`src/hw/diag_pkg.sv`:
```
// ==============================
// Diagnostic counter and LED types
// PWM period is 2**PWM_BITS cycles
// ==============================
package diag_pkg;

	// LED duty factor, scaled by 4 against the PWM counter
	typedef logic [7:0] duty_t;

	// Packet category and its count
	typedef logic [3:0]  category_t;
	typedef logic [19:0] cat_count_t;

	// Wraps silently
	typedef logic [15:0] fault_count_t;

	// Advances once per PWM period
	typedef logic [31:0] uptime_t;

	// PWM counter width and derived values
	localparam int PWM_BITS = 10;
	typedef logic [PWM_BITS-1:0] pwm_count_t;
	// Shift from duty to PWM compare value
	localparam int DUTY_SHIFT = PWM_BITS - $bits(duty_t);

	// One counter per category
	localparam int NUM_CATEGORIES = 2 ** $bits(category_t);

endpackage

```
`src/hw/lb_bus_pkg.sv`:
```
// ==============================
// Local bus types and address map
// 24-bit address and 32-bit data
// Read data returns 3 cycles after the strobe cycle
// ==============================
package lb_bus_pkg;

	// Bus widths
	typedef logic [23:0] lb_addr_t;
	typedef logic [31:0] lb_data_t;

	// One request per strobe cycle
	// Read when strobe and rd are both high
	typedef struct packed {
		lb_addr_t addr;
		logic     strobe;
		logic     rd;
		lb_data_t wdata;
	} lb_req_t;

	// ==============================
	// Address map pages (addr[23:16])
	// ==============================
	localparam logic [7:0] REG_BANK_PAGE   = 8'h11;
	localparam logic [7:0] COUNTER_PAGE    = 8'h04;
	// Category counters also need addr[15:12] == 1
	localparam logic [3:0] COUNTER_SUBPAGE = 4'h1;
	localparam logic [7:0] MIRROR_PAGE     = 8'h00;
	localparam logic [7:0] WRITE_PAGE      = 8'h00;

	// Returned for unmapped reads
	localparam lb_data_t FILL_WORD = 32'hdeadbeef;

	// Mirror memory holds 2**MIRROR_AW words
	localparam int MIRROR_AW = 5;

	// ==============================
	// Register bank read indices
	// ==============================
	localparam logic [3:0] REG_IDX_HELLO_0 = 4'd0;
	localparam logic [3:0] REG_IDX_HELLO_1 = 4'd1;
	localparam logic [3:0] REG_IDX_HELLO_2 = 4'd2;
	localparam logic [3:0] REG_IDX_HELLO_3 = 4'd3;
	localparam logic [3:0] REG_IDX_FAULT   = 4'd4;
	localparam logic [3:0] REG_IDX_UPTIME  = 4'd5;
	localparam logic [3:0] REG_IDX_SCRATCH = 4'd6;

	// Greeting spells "Hello world!(::)"
	localparam lb_data_t GREETING_0 = "Hell";
	localparam lb_data_t GREETING_1 = "o wo";
	localparam lb_data_t GREETING_2 = "rld!";
	localparam lb_data_t GREETING_3 = "(::)";
	// Any other bank index
	localparam lb_data_t UNUSED_WORD = "zzzz";

	// Write indices within WRITE_PAGE
	localparam logic [3:0] WR_IDX_LED_USER = 4'd1;
	localparam logic [3:0] WR_IDX_DUTY1    = 4'd2;
	localparam logic [3:0] WR_IDX_DUTY2    = 4'd3;
	localparam logic [3:0] WR_IDX_SCRATCH  = 4'd7;

endpackage

```
`src/hw/lb_demo_slave.sv`:
```
// ==============================
// Local bus demo slave
// Writes land on the next edge, reads return after 3 cycles
// Mirror aliases every write in WRITE_PAGE
// No back-pressure, one request per cycle
// ==============================
`timescale 1ns/100ps

module lb_demo_slave (
	input  logic                  clk,
	input  logic                  rst_n,
	input  lb_bus_pkg::lb_req_t   req,
	output lb_bus_pkg::lb_data_t  rdata,
	input  logic                  fault,
	input  logic                  tick,
	input  lb_bus_pkg::lb_data_t  scratch_in,
	output lb_bus_pkg::lb_data_t  scratch_out,
	output logic                  led_user,
	output diag_pkg::duty_t       duty1,
	output diag_pkg::duty_t       duty2,
	output diag_pkg::category_t   cnt_addr,
	input  diag_pkg::cat_count_t  cnt_data
);
	import lb_bus_pkg::*;
	import diag_pkg::*;

	// Request qualifiers
	logic         do_rd;
	logic         wr_en;

	// Diagnostic state
	fault_count_t fault_cnt;
	uptime_t      uptime;
	lb_data_t     scratch_in_q;

	// Read pipeline
	logic         do_rd_q1;
	logic         do_rd_q2;
	lb_addr_t     addr_q;
	lb_data_t     bank_q;
	lb_data_t     stage2_q;
	logic         use_mirror_q;
	lb_data_t     mirror_q;

	assign do_rd = req.strobe & req.rd;
	assign wr_en = req.strobe & ~req.rd & (req.addr[23:16] == WRITE_PAGE);

	// Counter bank sees the raw address
	// Its registered output lines up with stage 2
	assign cnt_addr = category_t'(req.addr[3:0]);

	// ==============================
	// Diagnostics
	// ==============================

	// Fault count wraps at 16 bits
	always_ff @(posedge clk or negedge rst_n) begin
		if (!rst_n) begin
			fault_cnt <= '0;
		end else if (fault) begin
			fault_cnt <= fault_cnt + 1'b1;
		end
	end

	// Uptime in PWM periods
	always_ff @(posedge clk or negedge rst_n) begin
		if (!rst_n) begin
			uptime <= '0;
		end else if (tick) begin
			uptime <= uptime + 1'b1;
		end
	end

	// Scratch input gets one register before the read mux
	always_ff @(posedge clk or negedge rst_n) begin
		if (!rst_n) begin
			scratch_in_q <= '0;
		end else begin
			scratch_in_q <= scratch_in;
		end
	end

	// ==============================
	// Writes
	// ==============================

	// Only the low nibble selects the target
	always_ff @(posedge clk or negedge rst_n) begin
		if (!rst_n) begin
			led_user    <= 1'b0;
			duty1       <= '0;
			duty2       <= '0;
			scratch_out <= '0;
		end else if (wr_en) begin
			case (req.addr[3:0])
				WR_IDX_LED_USER: led_user    <= req.wdata[0];
				WR_IDX_DUTY1:    duty1       <= duty_t'(req.wdata[7:0]);
				WR_IDX_DUTY2:    duty2       <= duty_t'(req.wdata[7:0]);
				WR_IDX_SCRATCH:  scratch_out <= req.wdata;
				default: ;
			endcase
		end
	end

	// Mirror takes every write in the page
	// Read address comes from stage 1 so output meets stage 3
	mirror_dpram i_mirror_dpram (
		.clk     (clk),
		.wr_addr (req.addr[MIRROR_AW-1:0]),
		.rd_addr (addr_q[MIRROR_AW-1:0]),
		.wdata   (req.wdata),
		.wen     (wr_en),
		.rdata   (mirror_q)
	);

	// ==============================
	// Read pipeline
	// ==============================

	// Strobe delay line and registered address
	always_ff @(posedge clk or negedge rst_n) begin
		if (!rst_n) begin
			do_rd_q1 <= 1'b0;
			do_rd_q2 <= 1'b0;
			addr_q   <= '0;
		end else begin
			do_rd_q1 <= do_rd;
			do_rd_q2 <= do_rd_q1;
			addr_q   <= req.addr;
		end
	end

	// Stage 1
	// Select within the register bank
	always_ff @(posedge clk) begin
		if (do_rd) begin
			case (req.addr[3:0])
				REG_IDX_HELLO_0: bank_q <= GREETING_0;
				REG_IDX_HELLO_1: bank_q <= GREETING_1;
				REG_IDX_HELLO_2: bank_q <= GREETING_2;
				REG_IDX_HELLO_3: bank_q <= GREETING_3;
				REG_IDX_FAULT:   bank_q <= lb_data_t'(fault_cnt);
				REG_IDX_UPTIME:  bank_q <= lb_data_t'(uptime);
				REG_IDX_SCRATCH: bank_q <= scratch_in_q;
				default:         bank_q <= UNUSED_WORD;
			endcase
		end
	end

	// Stage 2
	// Page decode on the registered address
	always_ff @(posedge clk) begin
		if (do_rd_q1) begin
			if (addr_q[23:16] == REG_BANK_PAGE) begin
				stage2_q <= bank_q;
			end else if (addr_q[23:16] == COUNTER_PAGE &&
					addr_q[15:12] == COUNTER_SUBPAGE) begin
				stage2_q <= lb_data_t'(cnt_data);
			end else begin
				// Also covers the mirror page, overridden in stage 3
				stage2_q <= FILL_WORD;
			end
		end
	end

	// Stage 3 source flag is control state
	always_ff @(posedge clk or negedge rst_n) begin
		if (!rst_n) begin
			use_mirror_q <= 1'b0;
		end else if (do_rd_q1) begin
			use_mirror_q <= (addr_q[23:16] == MIRROR_PAGE);
		end
	end

	// Stage 3
	// Mirror or decoded result
	always_ff @(posedge clk or negedge rst_n) begin
		if (!rst_n) begin
			rdata <= '0;
		end else if (do_rd_q2) begin
			rdata <= use_mirror_q ? mirror_q : stage2_q;
		end
	end

	// ==============================
	// Checks
	// ==============================

	// Strobe without a defined direction is a master bug
	a_rd_known: assert property (@(posedge clk) disable iff (!rst_n)
		req.strobe |-> !$isunknown(req.rd))
		else $error("Bus strobe with unknown rd flag");

	// Whole pipeline and mirror alignment
	a_rdata_known: assert property (@(posedge clk) disable iff (!rst_n)
		do_rd |-> ##3 !$isunknown(rdata))
		else $error("Read data unknown three cycles after read");

endmodule

```
`src/hw/lb_demo_top.sv`:
```
// ==============================
// Local bus demo top level
// Single clock domain
// ==============================
`timescale 1ns/100ps

module lb_demo_top (
	input  logic                  clk,
	input  logic                  rst_n,
	input  lb_bus_pkg::lb_req_t   req,
	output lb_bus_pkg::lb_data_t  rdata,
	input  logic                  fault,
	input  logic                  cat_stb,
	input  diag_pkg::category_t   cat,
	input  lb_bus_pkg::lb_data_t  scratch_in,
	output lb_bus_pkg::lb_data_t  scratch_out,
	output logic                  led_user,
	output logic                  led1,
	output logic                  led2
);
	import diag_pkg::*;

	// Slave to counter bank
	category_t  cnt_addr;
	cat_count_t cnt_data;

	// Slave to PWM and back
	duty_t      duty1;
	duty_t      duty2;
	logic       tick;

	// Bus decode and diagnostics
	lb_demo_slave i_lb_demo_slave (
		.clk         (clk),
		.rst_n       (rst_n),
		.req         (req),
		.rdata       (rdata),
		.fault       (fault),
		.tick        (tick),
		.scratch_in  (scratch_in),
		.scratch_out (scratch_out),
		.led_user    (led_user),
		.duty1       (duty1),
		.duty2       (duty2),
		.cnt_addr    (cnt_addr),
		.cnt_data    (cnt_data)
	);

	// Packet category statistics
	multi_counter i_multi_counter (
		.clk       (clk),
		.rst_n     (rst_n),
		.inc       (cat_stb),
		.inc_addr  (cat),
		.read_addr (cnt_addr),
		.read_data (cnt_data)
	);

	// LED dimming and uptime tick
	led_pwm i_led_pwm (
		.clk   (clk),
		.rst_n (rst_n),
		.duty1 (duty1),
		.duty2 (duty2),
		.led1  (led1),
		.led2  (led2),
		.tick  (tick)
	);

endmodule

```
`src/hw/led_pwm.sv`:
```
// ==============================
// Two-channel LED PWM
// Period is 1024 cycles
// LED high for duty*4 cycles per period
// ==============================
`timescale 1ns/100ps

module led_pwm (
	input  logic            clk,
	input  logic            rst_n,
	input  diag_pkg::duty_t duty1,
	input  diag_pkg::duty_t duty2,
	output logic            led1,
	output logic            led2,
	output logic            tick
);
	import diag_pkg::*;

	// Free-running period counter
	pwm_count_t cnt;
	// Last count before the counter wraps
	logic       wrap;
	// Compare thresholds
	pwm_count_t thresh1;
	pwm_count_t thresh2;

	// Duty scaled up to the counter range
	assign thresh1 = pwm_count_t'(duty1) << DUTY_SHIFT;
	assign thresh2 = pwm_count_t'(duty2) << DUTY_SHIFT;
	assign wrap    = &cnt;

	// Counter wraps every 2**PWM_BITS cycles
	always_ff @(posedge clk or negedge rst_n) begin
		if (!rst_n) begin
			cnt <= '0;
		end else begin
			cnt <= cnt + 1'b1;
		end
	end

	// Registered LED outputs and period tick
	always_ff @(posedge clk or negedge rst_n) begin
		if (!rst_n) begin
			led1 <= 1'b0;
			led2 <= 1'b0;
			tick <= 1'b0;
		end else begin
			led1 <= (cnt < thresh1);
			led2 <= (cnt < thresh2);
			tick <= wrap;
		end
	end

endmodule

```
`src/hw/mirror_dpram.sv`:
```
// ==============================
// 32-word mirror memory
// One write port and one registered read port
// Contents are undefined until written
// ==============================
`timescale 1ns/100ps

module mirror_dpram (
	input  logic                             clk,
	input  logic [lb_bus_pkg::MIRROR_AW-1:0] wr_addr,
	input  logic [lb_bus_pkg::MIRROR_AW-1:0] rd_addr,
	input  lb_bus_pkg::lb_data_t             wdata,
	input  logic                             wen,
	output lb_bus_pkg::lb_data_t             rdata
);
	import lb_bus_pkg::*;

	// Storage
	lb_data_t mem [2**MIRROR_AW];

	// Write side
	always_ff @(posedge clk) begin
		if (wen) begin
			mem[wr_addr] <= wdata;
		end
	end

	// Read side, old data on a same-address collision
	always_ff @(posedge clk) begin
		rdata <= mem[rd_addr];
	end

endmodule

```
`src/hw/multi_counter.sv`:
```
// ==============================
// Bank of packet category counters
// Counters wrap at 2**20
// Read data lags read_addr by one cycle
// ==============================
`timescale 1ns/100ps

module multi_counter (
	input  logic                   clk,
	input  logic                   rst_n,
	input  logic                   inc,
	input  diag_pkg::category_t    inc_addr,
	input  diag_pkg::category_t    read_addr,
	output diag_pkg::cat_count_t   read_data
);
	import diag_pkg::*;

	// Counter storage
	cat_count_t counts [NUM_CATEGORIES];

	// One increment per strobe
	always_ff @(posedge clk or negedge rst_n) begin
		if (!rst_n) begin
			for (int i = 0; i < NUM_CATEGORIES; i++) begin
				counts[i] <= '0;
			end
		end else if (inc) begin
			counts[inc_addr] <= counts[inc_addr] + 1'b1;
		end
	end

	// Registered read port
	// Sees the count before a same-cycle increment
	always_ff @(posedge clk or negedge rst_n) begin
		if (!rst_n) begin
			read_data <= '0;
		end else begin
			read_data <= counts[read_addr];
		end
	end

	// A strobe must name a real category
	a_inc_addr_known: assert property (@(posedge clk) disable iff (!rst_n)
		inc |-> !$isunknown(inc_addr))
		else $error("Category strobe with unknown category");

endmodule

```
`config.mk`:
```
export PLATFORM = sky130hd
export DESIGN_NAME = lb_demo_top
export DESIGN_NICKNAME = d
export VERILOG_FILES = /design/src/hw/diag_pkg.sv /design/src/hw/lb_bus_pkg.sv /design/src/hw/lb_demo_slave.sv /design/src/hw/lb_demo_top.sv /design/src/hw/led_pwm.sv /design/src/hw/mirror_dpram.sv /design/src/hw/multi_counter.sv
export SDC_FILE = /design/constraint.sdc
export NUM_CORES = 2
export LEC_CHECK = 0
export BUFFER_PORTS_ARGS = -buffer_cell sky130_fd_sc_hd__buf_2
export CAP_MARGIN = 15
export CORE_MARGIN = 4
export CORE_UTILIZATION = 67
export CTS_CLUSTER_DIAMETER = 50
export DETAILED_ROUTE_END_ITERATION = 12
export GPL_TIMING_DRIVEN = 1
export PLACE_DENSITY = 0.85
export SYNTH_ARGS = -nofsm -noshare
export SYNTH_HDL_FRONTEND = slang
export SYNTH_HIERARCHICAL = 1
export SYNTH_SLANG_ARGS = --single-unit
```
`constraint.sdc`:
```
create_clock -name clk -period 4.1 [get_ports clk]
set_input_delay 0.82 -clock clk [delete_from_list [all_inputs] [get_ports clk]]
set_output_delay 0.82 -clock clk [all_outputs]
set_load 0.05 [all_outputs]
```
==> out/qor.csv <==
metric,value,unit
status,"finished, final reports clean",
Die Area,0.108,mm²
Combinational Power Share,11.0,%
placed insts,5927,
critical path type,in2reg,
Yosys warning count,6,
Layout area overhead,12.2,%
Routed WL,181000,µm
met1 wire length,61000,µm
Post-synth EDFFs,1088,
clock network power share,38.1,%
post-CTS sizing,0,
CTS max path bufs,3,
largest net degree at the start of global routing,95,
Synth Cell Area,0.0686,mm²
Final Non-Filler Cells,6237,
total number of vias,42200,
port bufs,157,
final setup fails,0,
clock skew,0.0387,ns
met3 WL,20100,µm
nets@finish,4841,
Vias/cell,6.77,
gr usage total,33.9,%
RePlAce Congestion,0.854,
Top Metal Used,met5,
ys flop type,edfxtp_1,
syn nets,4632,
Final Critical Period,3.09,ns
Internal Power,29.1,mW
Antenna Nets Post-Route,0,
most frequent cells in the layout,"edfxtp_1 (1088), mux2i_1 (548), dfrtp_1 (531), nand2_1 (340), a21oi_1 (263)",
worst slew pin tran,1.20,ns
Leak,29.4,nW
initial antenna violation count,12,
Worst Hold Class,in2async,
chip width,328,µm
register area share after synthesis,68.0,%
"Slowest-stage cell, CP",buf_4,
CP Max Fanout,34,
Final Core Density,75.7,%
MaxCap Viol Count,0,
Syn Area/Cell,15.2,µm²
Starting Density,67.5,%
I/O pin cnt,165,
router iterations before antenna repair,5,
core area,0.102,mm²
"most common cell after layout, fill and taps aside",edfxtp_1,
Setup TNS Final,0,ns
Worst EP required,4.69,ns
global route overflow,0,
Peak supply drop,0.462,mV
CP most frequent cell,buf_4,
Setup crit end kind,flip-flop,
Switch Pwr,9.70,mW
"CTS clk-pin slew, worst paths",0.06,ns
H-tree levels,4,
Final period util,75.3,%
first-pass GRT wire length,269000,µm
cell chain of the critical path,buf_4 > buf_4 > mux4_2 > a22oi_1 > nand2_1 > nand4_4 > nor3_4 > nand3_2 > xor2_2 > buf_4 > o21ai_0,
DR iter-0 viols,5375,
"Hold Vio Cnt, Final",0,
slew margin rel.,19.9,%
asr flop ratio synth,32.3,%
switch share,25.0,%
Reg power frac,51.0,%
Worst-Skew Late Latency,0.78,ns
PwrDens,504,mW/mm²
die height,328,µm
CP max stage delay,0.52,ns
wire length per cell,29.0,µm
post-DP HPWL,106000,µm
synthesized instance count,4516,
Sinks on Clock Net,1654,
Critical Path Source Type,input port,
filler cell count,5498,
fmax,0.324,GHz
Arrival @ worst endpoint,3.68,ns
Root Driver,clkbuf_16,
fraction of layout cells with a size suffix above 1,19.4,%
Num CTS Buffers,163,
Pins Over Slew Limit,0,
number of global-route vias before repair,43300,
# rows,117,
"FF+latch count, synth",1654,
CTS Hold Bufs,0,
CTS tree,yes,
drt drc,0,
met2 wire len,89300,µm
Post CTS Setup Buffer Count,0,
RSZ-0062 raised after global routing,no,
Synth cell types,75,
-- cell usage after synthesis, types with 30 or more instances --
library cell	number	area share, %
nand3_1	128	0.93
a31oi_1	36	0.33
nor3_1	39	0.28
a22oi_1	132	1.4
buf_2	47	0.34
mux2_4	30	0.66
mux2_2	40	0.66
nor2_1	244	1.3
a22o_1	68	0.87
xnor2_1	46	0.59
dfrtp_1	534	19
dfxtp_1	32	0.93
a21oi_1	263	1.9
mux4_2	172	5.6
o21ai_0	170	1.2
edfxtp_1	1088	48
buf_4	45	0.49
clkbuf_1	154	0.84
nand2_1	340	1.9
mux2i_1	548	8.0
o21ai_1	35	0.26
-- cell families (layout without fill, tap and decap cells) --
logic type	Yosys count	in the layout	synth area share, %
AOI/OAI and AO/OA	772	772	6.90
buffers and inverters	331	679	2.62
muxes	801	801	15.4
DFF	1654	1654	68.0
xor gates and xnor gates	72	72	1.04
and+or+nand+nor	868	868	5.73
other	0	5	0
adders and majority gates	18	18	0.328
-- power groups by stage --
stage / clock network (mW) / registers (mW) / logic, mW
2_1_floorplan: 0 / 19.8 / 2.84
3_3_place_gp: 0 / 19.9 / 3.98
3_5_place_dp: 0 / 20.0 / 4.14
4_1_cts: 14.8 / 19.7 / 4.21
5_1_grt: 15.6 / 19.9 / 4.57
6_report: 14.8 / 19.8 / 4.25
-- through the flow --
stage | total power [mW] | area (µm²) | hold WS [ns] | worst slack, ns
6_report | 38.8 | 77000 | 0.0256 | 1.01
5_1_grt | 40.1 | 77000 | 0.0701 | 0.893
4_1_cts | 38.8 | 77000 | 0.0353 | 1.06
3_5_place_dp | 24.2 | 71600 | 0.469 | 0.280
3_3_place_gp | 23.9 | 71600 | 0.457 | 0.342
2_1_floorplan | 22.7 | 68600 | 0.442 | 0.263
-- cell type report --
class / instances / area [µm²] / share of cell area, %
sequential: 1654 / 46700 / 60.6
multi-input combinational: 2531 / 20500 / 26.6
clock buffer: 221 / 4510 / 5.86
timing repair buffer: 349 / 2690 / 3.50
tap: 1368 / 1710 / 2.22
clock inverter: 83 / 803 / 1.04
inverter: 26 / 97.6 / 0.127
antenna: 5 / 12.5 / 0.0163
-- per-layer routing --
metal / track usage [%] / up-vias
li1: - / 17600
met1: 42.1 / 21000
met2: 55.5 / 2904
met3: 8.47 / 703
met4: 18.4 / 8
met5: 0 / -
-- state kept, by name, summed over array words and instances (netlist names), 8 cells and up --
name / count
i_led_pwm/cnt: 10
i_lb_demo_slave/addr_q: 17
i_lb_demo_slave/scratch_out: 32
i_lb_demo_slave/i_mirror_dpram/mem: 1024
i_lb_demo_slave/duty2: 8
i_lb_demo_slave/uptime: 32
i_lb_demo_slave/duty1: 8
i_lb_demo_slave/bank_q: 32
i_multi_counter/read_data: 20
i_lb_demo_slave/rdata: 32
i_lb_demo_slave/fault_cnt: 16
i_lb_demo_slave/stage2_q: 32
i_lb_demo_slave/i_mirror_dpram/rdata: 32
i_lb_demo_slave/scratch_in_q: 32
i_multi_counter/counts: 320
-- critical path: cells and delay by family --
family	cells	cell delay (ns)
xor+xnor	1	0.13
compound gates	2	0.41
mux	1	0.52
buf+inv	3	1.13
simple gates	4	0.59
-- final timing paths --
check | startpoint | to | slack, ns | cells after the start
setup reg to reg | i_lb_demo_slave/addr_q[2] | i_lb_demo_slave/i_mirror_dpram/rdata[21] | 1.25 | 6
max in group asynchronous | rst_n | i_multi_counter/counts[318] | 2.99 | 2
min in group clk | scratch_in[24] | i_lb_demo_slave/scratch_in_q[24] | 0.15 | 1
hold / removal | rst_n | i_lb_demo_slave/scratch_out[28] | 0.03 | 1
hold reg to reg | i_lb_demo_slave/uptime[31] | i_lb_demo_slave/uptime[31] | 0.49 | 1
setup / recovery | cat[0] | i_multi_counter/counts[239] | 1.01 | 11
Note: power is estimated with default switching activity, not from simulation.
